--- config.mk ---
export PLATFORM = sky130hd
export DESIGN_NAME = dbg_wrap_top
export DESIGN_NICKNAME = d
export VERILOG_FILES = /design/src/verilog/dbg_pkg.sv /design/src/verilog/dbg_cpu_ctrl.sv /design/src/verilog/dbg_data_mover.sv /design/src/verilog/dbg_host_port.sv /design/src/verilog/dbg_regmap.sv /design/src/verilog/dbg_shared_mem.sv /design/src/verilog/dbg_wrap_top.sv
export VERILOG_INCLUDE_DIRS = /design/src /design/src/verilog
export SDC_FILE = /design/constraint.sdc
export NUM_CORES = 2
export LEC_CHECK = 0
export BUFFER_PORTS_ARGS = -buffer_cell sky130_fd_sc_hd__buf_4
export CAP_MARGIN = 20
export CELL_PAD_IN_SITES_DETAIL_PLACEMENT = 1
export CELL_PAD_IN_SITES_GLOBAL_PLACEMENT = 2
export CORE_MARGIN = 2
export CORE_UTILIZATION = 48
export DETAILED_ROUTE_END_ITERATION = 6
export PLACE_DENSITY_LB_ADDON = 0.1
export SETUP_SLACK_MARGIN = 0.02
export SLEW_MARGIN = 20
export SYNTH_ARGS = -nofsm -noshare
export SYNTH_HDL_FRONTEND = slang
export SYNTH_SLANG_ARGS = --single-unit
export TNS_END_PERCENT = 20
--- constraint.sdc ---
create_clock -name clk -period 5.2 [get_ports clk]
set_clock_uncertainty 0.1 [all_clocks]
set_input_delay 0.52 -clock clk [delete_from_list [all_inputs] [get_ports clk]]
set_output_delay 0.52 -clock clk [all_outputs]
set_load 0.01 [all_outputs]
--- src/verilog/dbg_config.svh ---
// ~~~~~~~~~~~~~~~~~~~~~~~~~~~~~~~~~~~~~~~~~~~~~~~~~~~~~~~~~~~~
// Fixed address map of the debug block, word addressed
// Region is taken from address bits 15 to 12
// ~~~~~~~~~~~~~~~~~~~~~~~~~~~~~~~~~~~~~~~~~~~~~~~~~~~~~~~~~~~~
`ifndef DBG_CONFIG_SVH
`define DBG_CONFIG_SVH

`define DBG_DATA_W     32          // Data word width
`define DBG_ADDR_W     16          // Host word address width
`define DBG_MEM_DEPTH  64          // Shared memory words
`define DBG_MEM_AW     6           // log2 of DBG_MEM_DEPTH

`define DBG_REG_CPU    4'h0        // Run control at 0x0000
`define DBG_REG_MOVE   4'h1        // Mover regs 0x1000 to 0x1003
`define DBG_REG_MEM    4'h8        // Scratch memory at 0x8000

`define DBG_BAD_DATA   32'hDEADBEEF

`endif

--- src/verilog/dbg_pkg.sv ---
// ~~~~~~~~~~~~~~~~~~~~~~~~~~~~~~~~~~~~~~~~~~~~~~~~~~~~~~~~~~~~
// Shared types of the debug block and its testbench
// Field widths follow dbg_config.svh
// ~~~~~~~~~~~~~~~~~~~~~~~~~~~~~~~~~~~~~~~~~~~~~~~~~~~~~~~~~~~~
`include "dbg_config.svh"

package dbg_pkg;

  typedef enum logic {
    DBG_READ  = 1'b0,
    DBG_WRITE = 1'b1
  } dbg_op_e;

  typedef struct packed {
    dbg_op_e                op;
    logic [`DBG_ADDR_W-1:0] addr;
    logic [`DBG_DATA_W-1:0] wdata;
  } dbg_cmd_t;                             // 49 bits

  typedef struct packed {
    logic [`DBG_DATA_W-1:0] rdata;
    logic                   err;
  } dbg_rsp_t;                             // 33 bits

  typedef struct packed {
    logic [`DBG_MEM_AW-1:0] src;
    logic [`DBG_MEM_AW-1:0] dst;
    logic [`DBG_MEM_AW-1:0] len;
    logic                   start;         // Single cycle strobe
  } mover_cfg_t;                           // 19 bits

  typedef enum logic [1:0] {
    MV_IDLE,
    MV_READ,
    MV_WRITE,
    MV_DONE
  } mover_state_e;

  typedef struct packed {
    logic halt;
    logic resume;
  } cpu_ctrl_t;

  typedef struct packed {
    logic                   en;
    logic                   we;
    logic [`DBG_MEM_AW-1:0] addr;
    logic [`DBG_DATA_W-1:0] wdata;
  } mem_req_t;                             // 40 bits

endpackage

--- src/verilog/dbg_cpu_ctrl.sv ---
// ~~~~~~~~~~~~~~~~~~~~~~~~~~~~~~~~~~~~~~~~~~~~~~~~~~~~~~~~~~~~
// Halt is a level, resume a single pulse per 0 to 1 change
// cpu_halted_i may be asynchronous to clk
// ~~~~~~~~~~~~~~~~~~~~~~~~~~~~~~~~~~~~~~~~~~~~~~~~~~~~~~~~~~~~
`timescale 1ns/1ps

module dbg_cpu_ctrl import dbg_pkg::*; (
  input  logic      clk,
  input  logic      rst_n,
  input  cpu_ctrl_t ctrl_i,
  input  logic      cpu_halted_i,
  output logic      cpu_halt_o,
  output logic      cpu_resume_o,
  output logic      halted_o
);

  logic       resume_q;
  logic [1:0] halted_sync;

  always_ff @(posedge clk or negedge rst_n) begin
    if (!rst_n) begin
      cpu_halt_o   <= 1'b0;
      cpu_resume_o <= 1'b0;
      resume_q     <= 1'b0;
      halted_sync  <= 2'b00;
    end else begin
      cpu_halt_o   <= ctrl_i.halt;
      resume_q     <= ctrl_i.resume;
      cpu_resume_o <= ctrl_i.resume && !resume_q;      // Rising edge only
      halted_sync  <= {halted_sync[0], cpu_halted_i};  // Two flop synchronizer
    end
  end

  assign halted_o = halted_sync[1];

endmodule

--- src/verilog/dbg_data_mover.sv ---
// ~~~~~~~~~~~~~~~~~~~~~~~~~~~~~~~~~~~~~~~~~~~~~~~~~~~~~~~~~~~~
// Word copy inside the shared memory, ascending, two cycles per word
// Start is ignored while a copy runs
// ~~~~~~~~~~~~~~~~~~~~~~~~~~~~~~~~~~~~~~~~~~~~~~~~~~~~~~~~~~~~
`timescale 1ns/1ps
`include "dbg_config.svh"

module dbg_data_mover import dbg_pkg::*; (
  input  logic                   clk,
  input  logic                   rst_n,
  input  mover_cfg_t             cfg_i,
  output mem_req_t               mem_o,
  input  logic [`DBG_DATA_W-1:0] mem_rdata_i,
  output logic                   busy_o,
  output logic                   done_o
);

  mover_state_e           state_q;
  logic [`DBG_MEM_AW-1:0] src_q;
  logic [`DBG_MEM_AW-1:0] dst_q;
  logic [`DBG_MEM_AW-1:0] cnt_q;             // Words still to copy

  always_ff @(posedge clk or negedge rst_n) begin
    if (!rst_n) begin
      state_q <= MV_IDLE;
      src_q   <= '0;
      dst_q   <= '0;
      cnt_q   <= '0;
    end else begin
      case (state_q)
        MV_IDLE, MV_DONE: begin
          if (cfg_i.start) begin
            src_q   <= cfg_i.src;
            dst_q   <= cfg_i.dst;
            cnt_q   <= cfg_i.len;
            state_q <= (cfg_i.len == '0) ? MV_DONE : MV_READ;
          end
        end
        MV_READ: state_q <= MV_WRITE;
        MV_WRITE: begin
          src_q   <= src_q + 1'b1;
          dst_q   <= dst_q + 1'b1;
          cnt_q   <= cnt_q - 1'b1;
          state_q <= (cnt_q == 1) ? MV_DONE : MV_READ;
        end
        default: state_q <= MV_IDLE;
      endcase
    end
  end

  always_comb begin
    mem_o.en    = (state_q == MV_READ) || (state_q == MV_WRITE);
    mem_o.we    = (state_q == MV_WRITE);
    mem_o.addr  = (state_q == MV_WRITE) ? dst_q : src_q;
    mem_o.wdata = mem_rdata_i;               // Word read in the previous cycle
  end

  assign busy_o = (state_q == MV_READ) || (state_q == MV_WRITE);
  assign done_o = (state_q == MV_DONE);

endmodule

--- src/verilog/dbg_host_port.sv ---
// ~~~~~~~~~~~~~~~~~~~~~~~~~~~~~~~~~~~~~~~~~~~~~~~~~~~~~~~~~~~~
// Four-phase req/ack slave; the host keeps cmd_i stable while req_i is high
// One command in flight, a new one is taken only after ack_o falls
// ~~~~~~~~~~~~~~~~~~~~~~~~~~~~~~~~~~~~~~~~~~~~~~~~~~~~~~~~~~~~
`timescale 1ns/1ps

module dbg_host_port import dbg_pkg::*; (
  input  logic     clk,
  input  logic     rst_n,
  input  logic     req_i,
  input  dbg_cmd_t cmd_i,
  output logic     ack_o,
  output dbg_rsp_t rsp_o,
  output logic     cmd_valid_o,
  output dbg_cmd_t cmd_o,
  input  logic     rsp_valid_i,
  input  dbg_rsp_t rsp_i
);

  typedef enum logic [1:0] {
    HP_IDLE,
    HP_BUSY,
    HP_ACK,
    HP_RELEASE
  } hp_state_e;

  hp_state_e state_q;
  logic      take_cmd;

  // Release accepts a request like idle, so a quick re-request keeps the latency
  assign take_cmd = ((state_q == HP_IDLE) || (state_q == HP_RELEASE)) && req_i;

  always_ff @(posedge clk or negedge rst_n) begin
    if (!rst_n) begin
      state_q     <= HP_IDLE;
      cmd_valid_o <= 1'b0;
      ack_o       <= 1'b0;
    end else begin
      cmd_valid_o <= take_cmd;               // One cycle pulse to the register map
      case (state_q)
        HP_IDLE, HP_RELEASE: begin
          state_q <= take_cmd ? HP_BUSY : HP_IDLE;
        end
        HP_BUSY: begin
          if (rsp_valid_i) begin
            ack_o   <= 1'b1;
            state_q <= HP_ACK;
          end
        end
        HP_ACK: begin
          if (!req_i) begin                  // Host has seen the response
            ack_o   <= 1'b0;
            state_q <= HP_RELEASE;
          end
        end
        default: state_q <= HP_IDLE;
      endcase
    end
  end

  always_ff @(posedge clk) begin
    if (take_cmd) begin
      cmd_o <= cmd_i;
    end
    if ((state_q == HP_BUSY) && rsp_valid_i) begin
      rsp_o <= rsp_i;                        // Held until the next response
    end
  end

endmodule

--- src/verilog/dbg_regmap.sv ---
// ~~~~~~~~~~~~~~~~~~~~~~~~~~~~~~~~~~~~~~~~~~~~~~~~~~~~~~~~~~~~
// Answers every command one cycle after cmd_valid_i
// Writes return rdata 0; unmapped addresses return DBG_BAD_DATA, err=1
// ~~~~~~~~~~~~~~~~~~~~~~~~~~~~~~~~~~~~~~~~~~~~~~~~~~~~~~~~~~~~
`timescale 1ns/1ps
`include "dbg_config.svh"

module dbg_regmap import dbg_pkg::*; (
  input  logic                   clk,
  input  logic                   rst_n,
  input  logic                   cmd_valid_i,
  input  dbg_cmd_t               cmd_i,
  output logic                   rsp_valid_o,
  output dbg_rsp_t               rsp_o,
  output mem_req_t               mem_o,
  input  logic [`DBG_DATA_W-1:0] mem_rdata_i,
  output mover_cfg_t             mover_cfg_o,
  input  logic                   mover_busy_i,
  input  logic                   mover_done_i,
  output cpu_ctrl_t              cpu_ctrl_o,
  input  logic                   cpu_halted_i
);

  logic [3:0]             region;
  logic                   is_wr;
  logic                   cpu_hit;
  logic                   move_hit;
  logic                   mem_hit;
  logic                   unmapped;
  logic [1:0]             move_idx;
  logic                   cfg_locked;
  logic [`DBG_DATA_W-1:0] rd_data;
  logic [`DBG_DATA_W-1:0] rsp_data_q;
  logic                   rsp_mem_q;
  logic                   rsp_err_q;

  assign region   = cmd_i.addr[`DBG_ADDR_W-1 -: 4];
  assign is_wr    = (cmd_i.op == DBG_WRITE);
  assign cpu_hit  = (region == `DBG_REG_CPU) && (cmd_i.addr[11:0] == '0);
  assign move_hit = (region == `DBG_REG_MOVE) && (cmd_i.addr[11:2] == '0);
  assign mem_hit  = (region == `DBG_REG_MEM) && (cmd_i.addr[11:`DBG_MEM_AW] == '0);
  assign unmapped = !(cpu_hit || move_hit || mem_hit);
  assign move_idx = cmd_i.addr[1:0];
  // src, dst and len are frozen while a copy runs
  assign cfg_locked = move_hit && (move_idx != 2'd3) && mover_busy_i;

  always_comb begin
    mem_o.en    = cmd_valid_i && mem_hit;    // Port A, data returns next cycle
    mem_o.we    = is_wr;
    mem_o.addr  = cmd_i.addr[`DBG_MEM_AW-1:0];
    mem_o.wdata = cmd_i.wdata;
  end

  always_comb begin
    rd_data = '0;
    if (unmapped) begin
      rd_data = `DBG_BAD_DATA;
    end else if (!is_wr && cpu_hit) begin
      rd_data[2:0] = {cpu_halted_i, cpu_ctrl_o.resume, cpu_ctrl_o.halt};
    end else if (!is_wr && move_hit) begin
      case (move_idx)
        2'd0: rd_data[`DBG_MEM_AW-1:0] = mover_cfg_o.src;
        2'd1: rd_data[`DBG_MEM_AW-1:0] = mover_cfg_o.dst;
        2'd2: rd_data[`DBG_MEM_AW-1:0] = mover_cfg_o.len;
        default: rd_data[2:1] = {mover_busy_i, mover_done_i};
      endcase
    end
  end

  always_ff @(posedge clk or negedge rst_n) begin
    if (!rst_n) begin
      rsp_valid_o <= 1'b0;
      rsp_data_q  <= '0;
      rsp_mem_q   <= 1'b0;
      rsp_err_q   <= 1'b0;
      mover_cfg_o <= '0;
      cpu_ctrl_o  <= '0;
    end else begin
      rsp_valid_o       <= cmd_valid_i;
      mover_cfg_o.start <= 1'b0;
      if (cmd_valid_i) begin
        rsp_data_q <= rd_data;
        rsp_mem_q  <= mem_hit && !is_wr;     // Take rdata from port A
        rsp_err_q  <= unmapped || (is_wr && cfg_locked);
        if (is_wr && cpu_hit) begin
          cpu_ctrl_o.halt   <= cmd_i.wdata[0];
          cpu_ctrl_o.resume <= cmd_i.wdata[1];
        end
        if (is_wr && move_hit && !cfg_locked) begin
          case (move_idx)
            2'd0: mover_cfg_o.src <= cmd_i.wdata[`DBG_MEM_AW-1:0];
            2'd1: mover_cfg_o.dst <= cmd_i.wdata[`DBG_MEM_AW-1:0];
            2'd2: mover_cfg_o.len <= cmd_i.wdata[`DBG_MEM_AW-1:0];
            default: mover_cfg_o.start <= cmd_i.wdata[0];
          endcase
        end
      end
    end
  end

  assign rsp_o.rdata = rsp_mem_q ? mem_rdata_i : rsp_data_q;
  assign rsp_o.err   = rsp_err_q;

endmodule

--- src/verilog/dbg_shared_mem.sv ---
// ~~~~~~~~~~~~~~~~~~~~~~~~~~~~~~~~~~~~~~~~~~~~~~~~~~~~~~~~~~~~
// Two-port scratch RAM, one cycle read latency, read before write
// Same-word writes from both ports in one cycle are undefined
// ~~~~~~~~~~~~~~~~~~~~~~~~~~~~~~~~~~~~~~~~~~~~~~~~~~~~~~~~~~~~
`timescale 1ns/1ps
`include "dbg_config.svh"

module dbg_shared_mem import dbg_pkg::*; (
  input  logic                   clk,
  input  mem_req_t               a_i,
  output logic [`DBG_DATA_W-1:0] a_rdata_o,
  input  mem_req_t               b_i,
  output logic [`DBG_DATA_W-1:0] b_rdata_o
);

  logic [`DBG_DATA_W-1:0] mem [`DBG_MEM_DEPTH];

  always_ff @(posedge clk) begin
    if (a_i.en) begin                        // Host port
      if (a_i.we) begin
        mem[a_i.addr] <= a_i.wdata;
      end
      a_rdata_o <= mem[a_i.addr];
    end
    if (b_i.en) begin                        // Mover port
      if (b_i.we) begin
        mem[b_i.addr] <= b_i.wdata;
      end
      b_rdata_o <= mem[b_i.addr];
    end
  end

endmodule

--- src/verilog/dbg_wrap_top.sv ---
// ~~~~~~~~~~~~~~~~~~~~~~~~~~~~~~~~~~~~~~~~~~~~~~~~~~~~~~~~~~~~
// Debug access block top, single clock domain except cpu_halted_i
// ~~~~~~~~~~~~~~~~~~~~~~~~~~~~~~~~~~~~~~~~~~~~~~~~~~~~~~~~~~~~
`timescale 1ns/1ps
`include "dbg_config.svh"

module dbg_wrap_top import dbg_pkg::*; (
  input  logic     clk,
  input  logic     rst_n,
  input  logic     req_i,
  input  dbg_cmd_t cmd_i,
  output logic     ack_o,
  output dbg_rsp_t rsp_o,
  input  logic     cpu_halted_i,
  output logic     cpu_halt_o,
  output logic     cpu_resume_o
);

  dbg_cmd_t               host_cmd;
  logic                   host_cmd_valid;
  dbg_rsp_t               map_rsp;
  logic                   map_rsp_valid;
  mem_req_t               mem_a_req;
  mem_req_t               mem_b_req;
  logic [`DBG_DATA_W-1:0] mem_a_rdata;
  logic [`DBG_DATA_W-1:0] mem_b_rdata;
  mover_cfg_t             mover_cfg;
  logic                   mover_busy;
  logic                   mover_done;
  cpu_ctrl_t              cpu_ctrl;
  logic                   cpu_halted_sync;

  dbg_host_port u_host_port (
    .clk         (clk),
    .rst_n       (rst_n),
    .req_i       (req_i),
    .cmd_i       (cmd_i),
    .ack_o       (ack_o),
    .rsp_o       (rsp_o),
    .cmd_valid_o (host_cmd_valid),
    .cmd_o       (host_cmd),
    .rsp_valid_i (map_rsp_valid),
    .rsp_i       (map_rsp)
  );

  dbg_regmap u_regmap (
    .clk          (clk),
    .rst_n        (rst_n),
    .cmd_valid_i  (host_cmd_valid),
    .cmd_i        (host_cmd),
    .rsp_valid_o  (map_rsp_valid),
    .rsp_o        (map_rsp),
    .mem_o        (mem_a_req),
    .mem_rdata_i  (mem_a_rdata),
    .mover_cfg_o  (mover_cfg),
    .mover_busy_i (mover_busy),
    .mover_done_i (mover_done),
    .cpu_ctrl_o   (cpu_ctrl),
    .cpu_halted_i (cpu_halted_sync)
  );

  dbg_shared_mem u_shared_mem (
    .clk       (clk),
    .a_i       (mem_a_req),
    .a_rdata_o (mem_a_rdata),
    .b_i       (mem_b_req),
    .b_rdata_o (mem_b_rdata)
  );

  dbg_data_mover u_data_mover (
    .clk         (clk),
    .rst_n       (rst_n),
    .cfg_i       (mover_cfg),
    .mem_o       (mem_b_req),
    .mem_rdata_i (mem_b_rdata),
    .busy_o      (mover_busy),
    .done_o      (mover_done)
  );

  dbg_cpu_ctrl u_cpu_ctrl (
    .clk          (clk),
    .rst_n        (rst_n),
    .ctrl_i       (cpu_ctrl),
    .cpu_halted_i (cpu_halted_i),
    .cpu_halt_o   (cpu_halt_o),
    .cpu_resume_o (cpu_resume_o),
    .halted_o     (cpu_halted_sync)
  );

endmodule
==> results.md <==
* Status: complete, but fails checks
* Failing checks: design-rule violations
* Internal power at about 0.044 W
* Synthesis-to-finish area growth at 13.7%
* I/O Buffers at 88
* Share of post-route cells with drive strength above 1 at 46.0%
* Clk_lat worst skew at 890 ps
* First-pass GRT wire length at 772000 µm
* Crit-path max cell delay at 910 ps
* Worst Path Max Fanout at 24
* Gate power share at 42.3%
* Final period util at a little over nine tenths
* Worst slack at placement at 321 ps
* Crit-path most repeated cell: buf_4
* Synth Flop Type: edfxtp_1
* Sequential power share at 31.6%
* CP startpoint kind: flip-flop
* CP Capture Type: flip-flop
* Antenna violations before repair at 23
* Longest Clk Path Bufs at 4
* Ys Warns at 0
* Hold Path Class: in2async
* Routed WL per cell at 46.8 µm
* Top cells by area, synth: edfxtp_1 52%, mux2_2 19%, mux4_2 11%
* Final ANT Viol Nets at 0
* Seq/Total Area, Yosys at 53.6%
* Post-cts resize count at 0
* Max H-tree Level at 5
* Max-slew violations at 0
* RSZ-0062 raised after global routing: no
* Gate Count Post-Synth at 8519
* Total core area at ~260000 µm²
* Iter 0 DRT Violations at ~15k
* Worst-margin pin slew at ~1200 ps
* Remaining global-route overflow at 0
* # rows at 187
* Die Area at 266000 µm²
* Synth top area share at 52.4%
* Worst vdd ir at ~0.00067 V
* Synth unique cells at between 60 and 70
* Most frequent cell after synthesis: edfxtp_1
* Static Leak at 45.0 nW
* Synth async-reset ratio at 2.66%
* Synth Register Bits at 2254
* Syn Area/Cell at 14.8 µm²
* Die width at 516 µm
* Reg clk slew, reported paths at 60 ps
* CTS root buffer: clkbuf_16
* Cell taking the most area after synthesis: edfxtp_1
* Slew margin rel. at 18.7%
* Total Neg Setup Slack at 0 ps
* Via density at 7.58
* Tmin final at about 5000 ps
* MaxCap Viol Count at 0
* Final hold violation count at 0
* Global Route Usage Sum at between 40% and 50%
* Placer Congestion at ~0.96
* Net switching power at 0.0287 W
* Required @ worst endpoint at 5690 ps
* Nets at between 8k and 9k
* Commonest cells post-synth: 2194 x edfxtp_1, 2116 x mux2_2, 657 x clkbuf_1, 594 x mux4_2, 589 x a22oi_1
* Remaining design rule violation count at 4
* # IOs at 89
* Clock sinks at 2254
* Initial Util at 48.3%
* CTS tree: built
* Setup-failing EPs final at 0
* Setup WS post-layout at ~89 ps
* Final Util at 55.0%
* CTS buffer count at 274
* Pwr dens at 506 nW/µm²
* Mapped Area at 126000 µm²
* Critical-path top delay cell: nor4_2
* Critical-path cell list: inv_1, ha_2, buf_4, nor3_1, a21oi_4, buf_4, a2bb2oi_1, a31oi_1, nor4_2, nand4_1
* Via count at roughly 90k
* Largest net degree at the start of global routing at 70
* Worst Path Class, Setup: reg2reg
* Final WL at 568000 µm
* WP data arrival at 5600 ps
* DPL Wire Length at 356000 µm
* Sw frac at 39.6%
* Pre-antenna DRT Iters at 7
* Vias in the first global route at 91.6k
* Synth Net Count at 8583
* Fmax at between 150 and 200 MHz
* Height of the chip at 516 µm
* Filler cell count at around 24k
* Clock share of power at 26.2%
* EDFF count, synth at 2194
-- metrics by stage --
stage	power (W)	hold slack [ps]	area [µm²]	cells
after global routing	0.0734	228	143000	12100
after detailed placement	0.0525	246	134000	11600
final	0.0723	184	143000	12100
after floorplan	0.0395	124	126000	8519
after CTS	0.0713	203	143000	12100
after global placement	0.0518	234	134000	11600
-- cell type report --
cell class	instances	area [µm²]	share of cell area [%]
sequential	2254	67400	47.1
multi-input combinational	5125	55200	38.6
timing repair buffer	756	7500	5.25
clock buffer	347	7360	5.15
tap	3496	4370	3.06
clock inverter	126	1100	0.768
inverter	15	56.3	0.0394
antenna	19	47.5	0.0332
-- what timing repair did --
action | CTS | global route
hold buffers | 52 | 0
buffers inserted | 0 | 0
endpoints found under the hold margin | 113 | 0
-- layout by cell type, fill, tap and decap left out, types with 75 or more instances in the layout --
master        n
a21oi_1      96
a222oi_1     75
a22oi_1     589
a31oi_1     159
buf_12      129
buf_4       567
clkbuf_16   283
edfxtp_1   2194
mux2_2     2114
mux2i_1     236
mux4_2      594
nand2_1     284
o21ai_0     221
-- flip-flops by register name (all words and copies together) (netlist names), 7 cells and up --
signal / count
u_shared_mem.mem: 2048
u_regmap.rsp_data_q: 7
u_host_port.rsp_o: 33
u_host_port.cmd_o: 49
u_regmap.mover_cfg_o: 19
u_shared_mem.a_rdata_o: 32
u_shared_mem.b_rdata_o: 32
-- final timing paths --
check / to / start / depth (start not counted) / slack, ps
worst max-delay path: u_shared_mem.b_rdata_o[3] / u_data_mover.state_q[0] / 10 / 90
worst min-delay path: u_regmap.rsp_data_q[0] / rst_n / 2 / 180
worst max register to register: u_shared_mem.b_rdata_o[3] / u_data_mover.state_q[0] / 10 / 90
worst min register to register: u_cpu_ctrl.halted_sync[1] / u_cpu_ctrl.halted_sync[0] / 0 / 260
max in group asynchronous: u_regmap.mover_cfg_o[18] / rst_n / 2 / 4240
min in group clk: u_host_port.cmd_o[12] / cmd_i[12] / 2 / 250
-- power by group through the flow --
| stage | Combinational (W) | Sequential (W) | Clock, W |
|---|---|---|---|
| 2_1_floorplan | 0.0169 | 0.0226 | 0 |
| 3_3_place_gp | 0.0286 | 0.0233 | 0 |
| 3_5_place_dp | 0.0293 | 0.0232 | 0 |
| 4_1_cts | 0.0294 | 0.0229 | 0.0190 |
| 5_1_grt | 0.0310 | 0.0229 | 0.0196 |
| 6_report | 0.0306 | 0.0228 | 0.0189 |
-- critical path, delay by kind of cell (launching register included) --
family                   cells  cell delay (ps)
AND/OR/NAND/NOR              3             1200
buffers and inverters        3             1080
adder cells (fa/ha/maj)      1              650
flip-flops                   1              430
AO/OA/AOI/OAI                3             1260
-- cells by family after synthesis --
| family | after synthesis | share of synthesized area (%) |
|---|---|---|
| mux | 2959 | 31.6 |
| simple gates | 673 | 2.66 |
| compound gates | 1482 | 8.23 |
| flops | 2254 | 53.6 |
| buf+inv | 1140 | 3.85 |
| fa+ha+maj | 11 | 0.109 |
-- per-layer routing --
layer  vias up  track usage [%]  wire, µm
met1     48500             53.5    202000
li1      34400                -         -
met5         -                0        67
met4        10             32.5     52900
met2      7202             62.8    251000
met3      1824             8.53     62300
No activity file was read; power rests on OpenSTA's default activity.
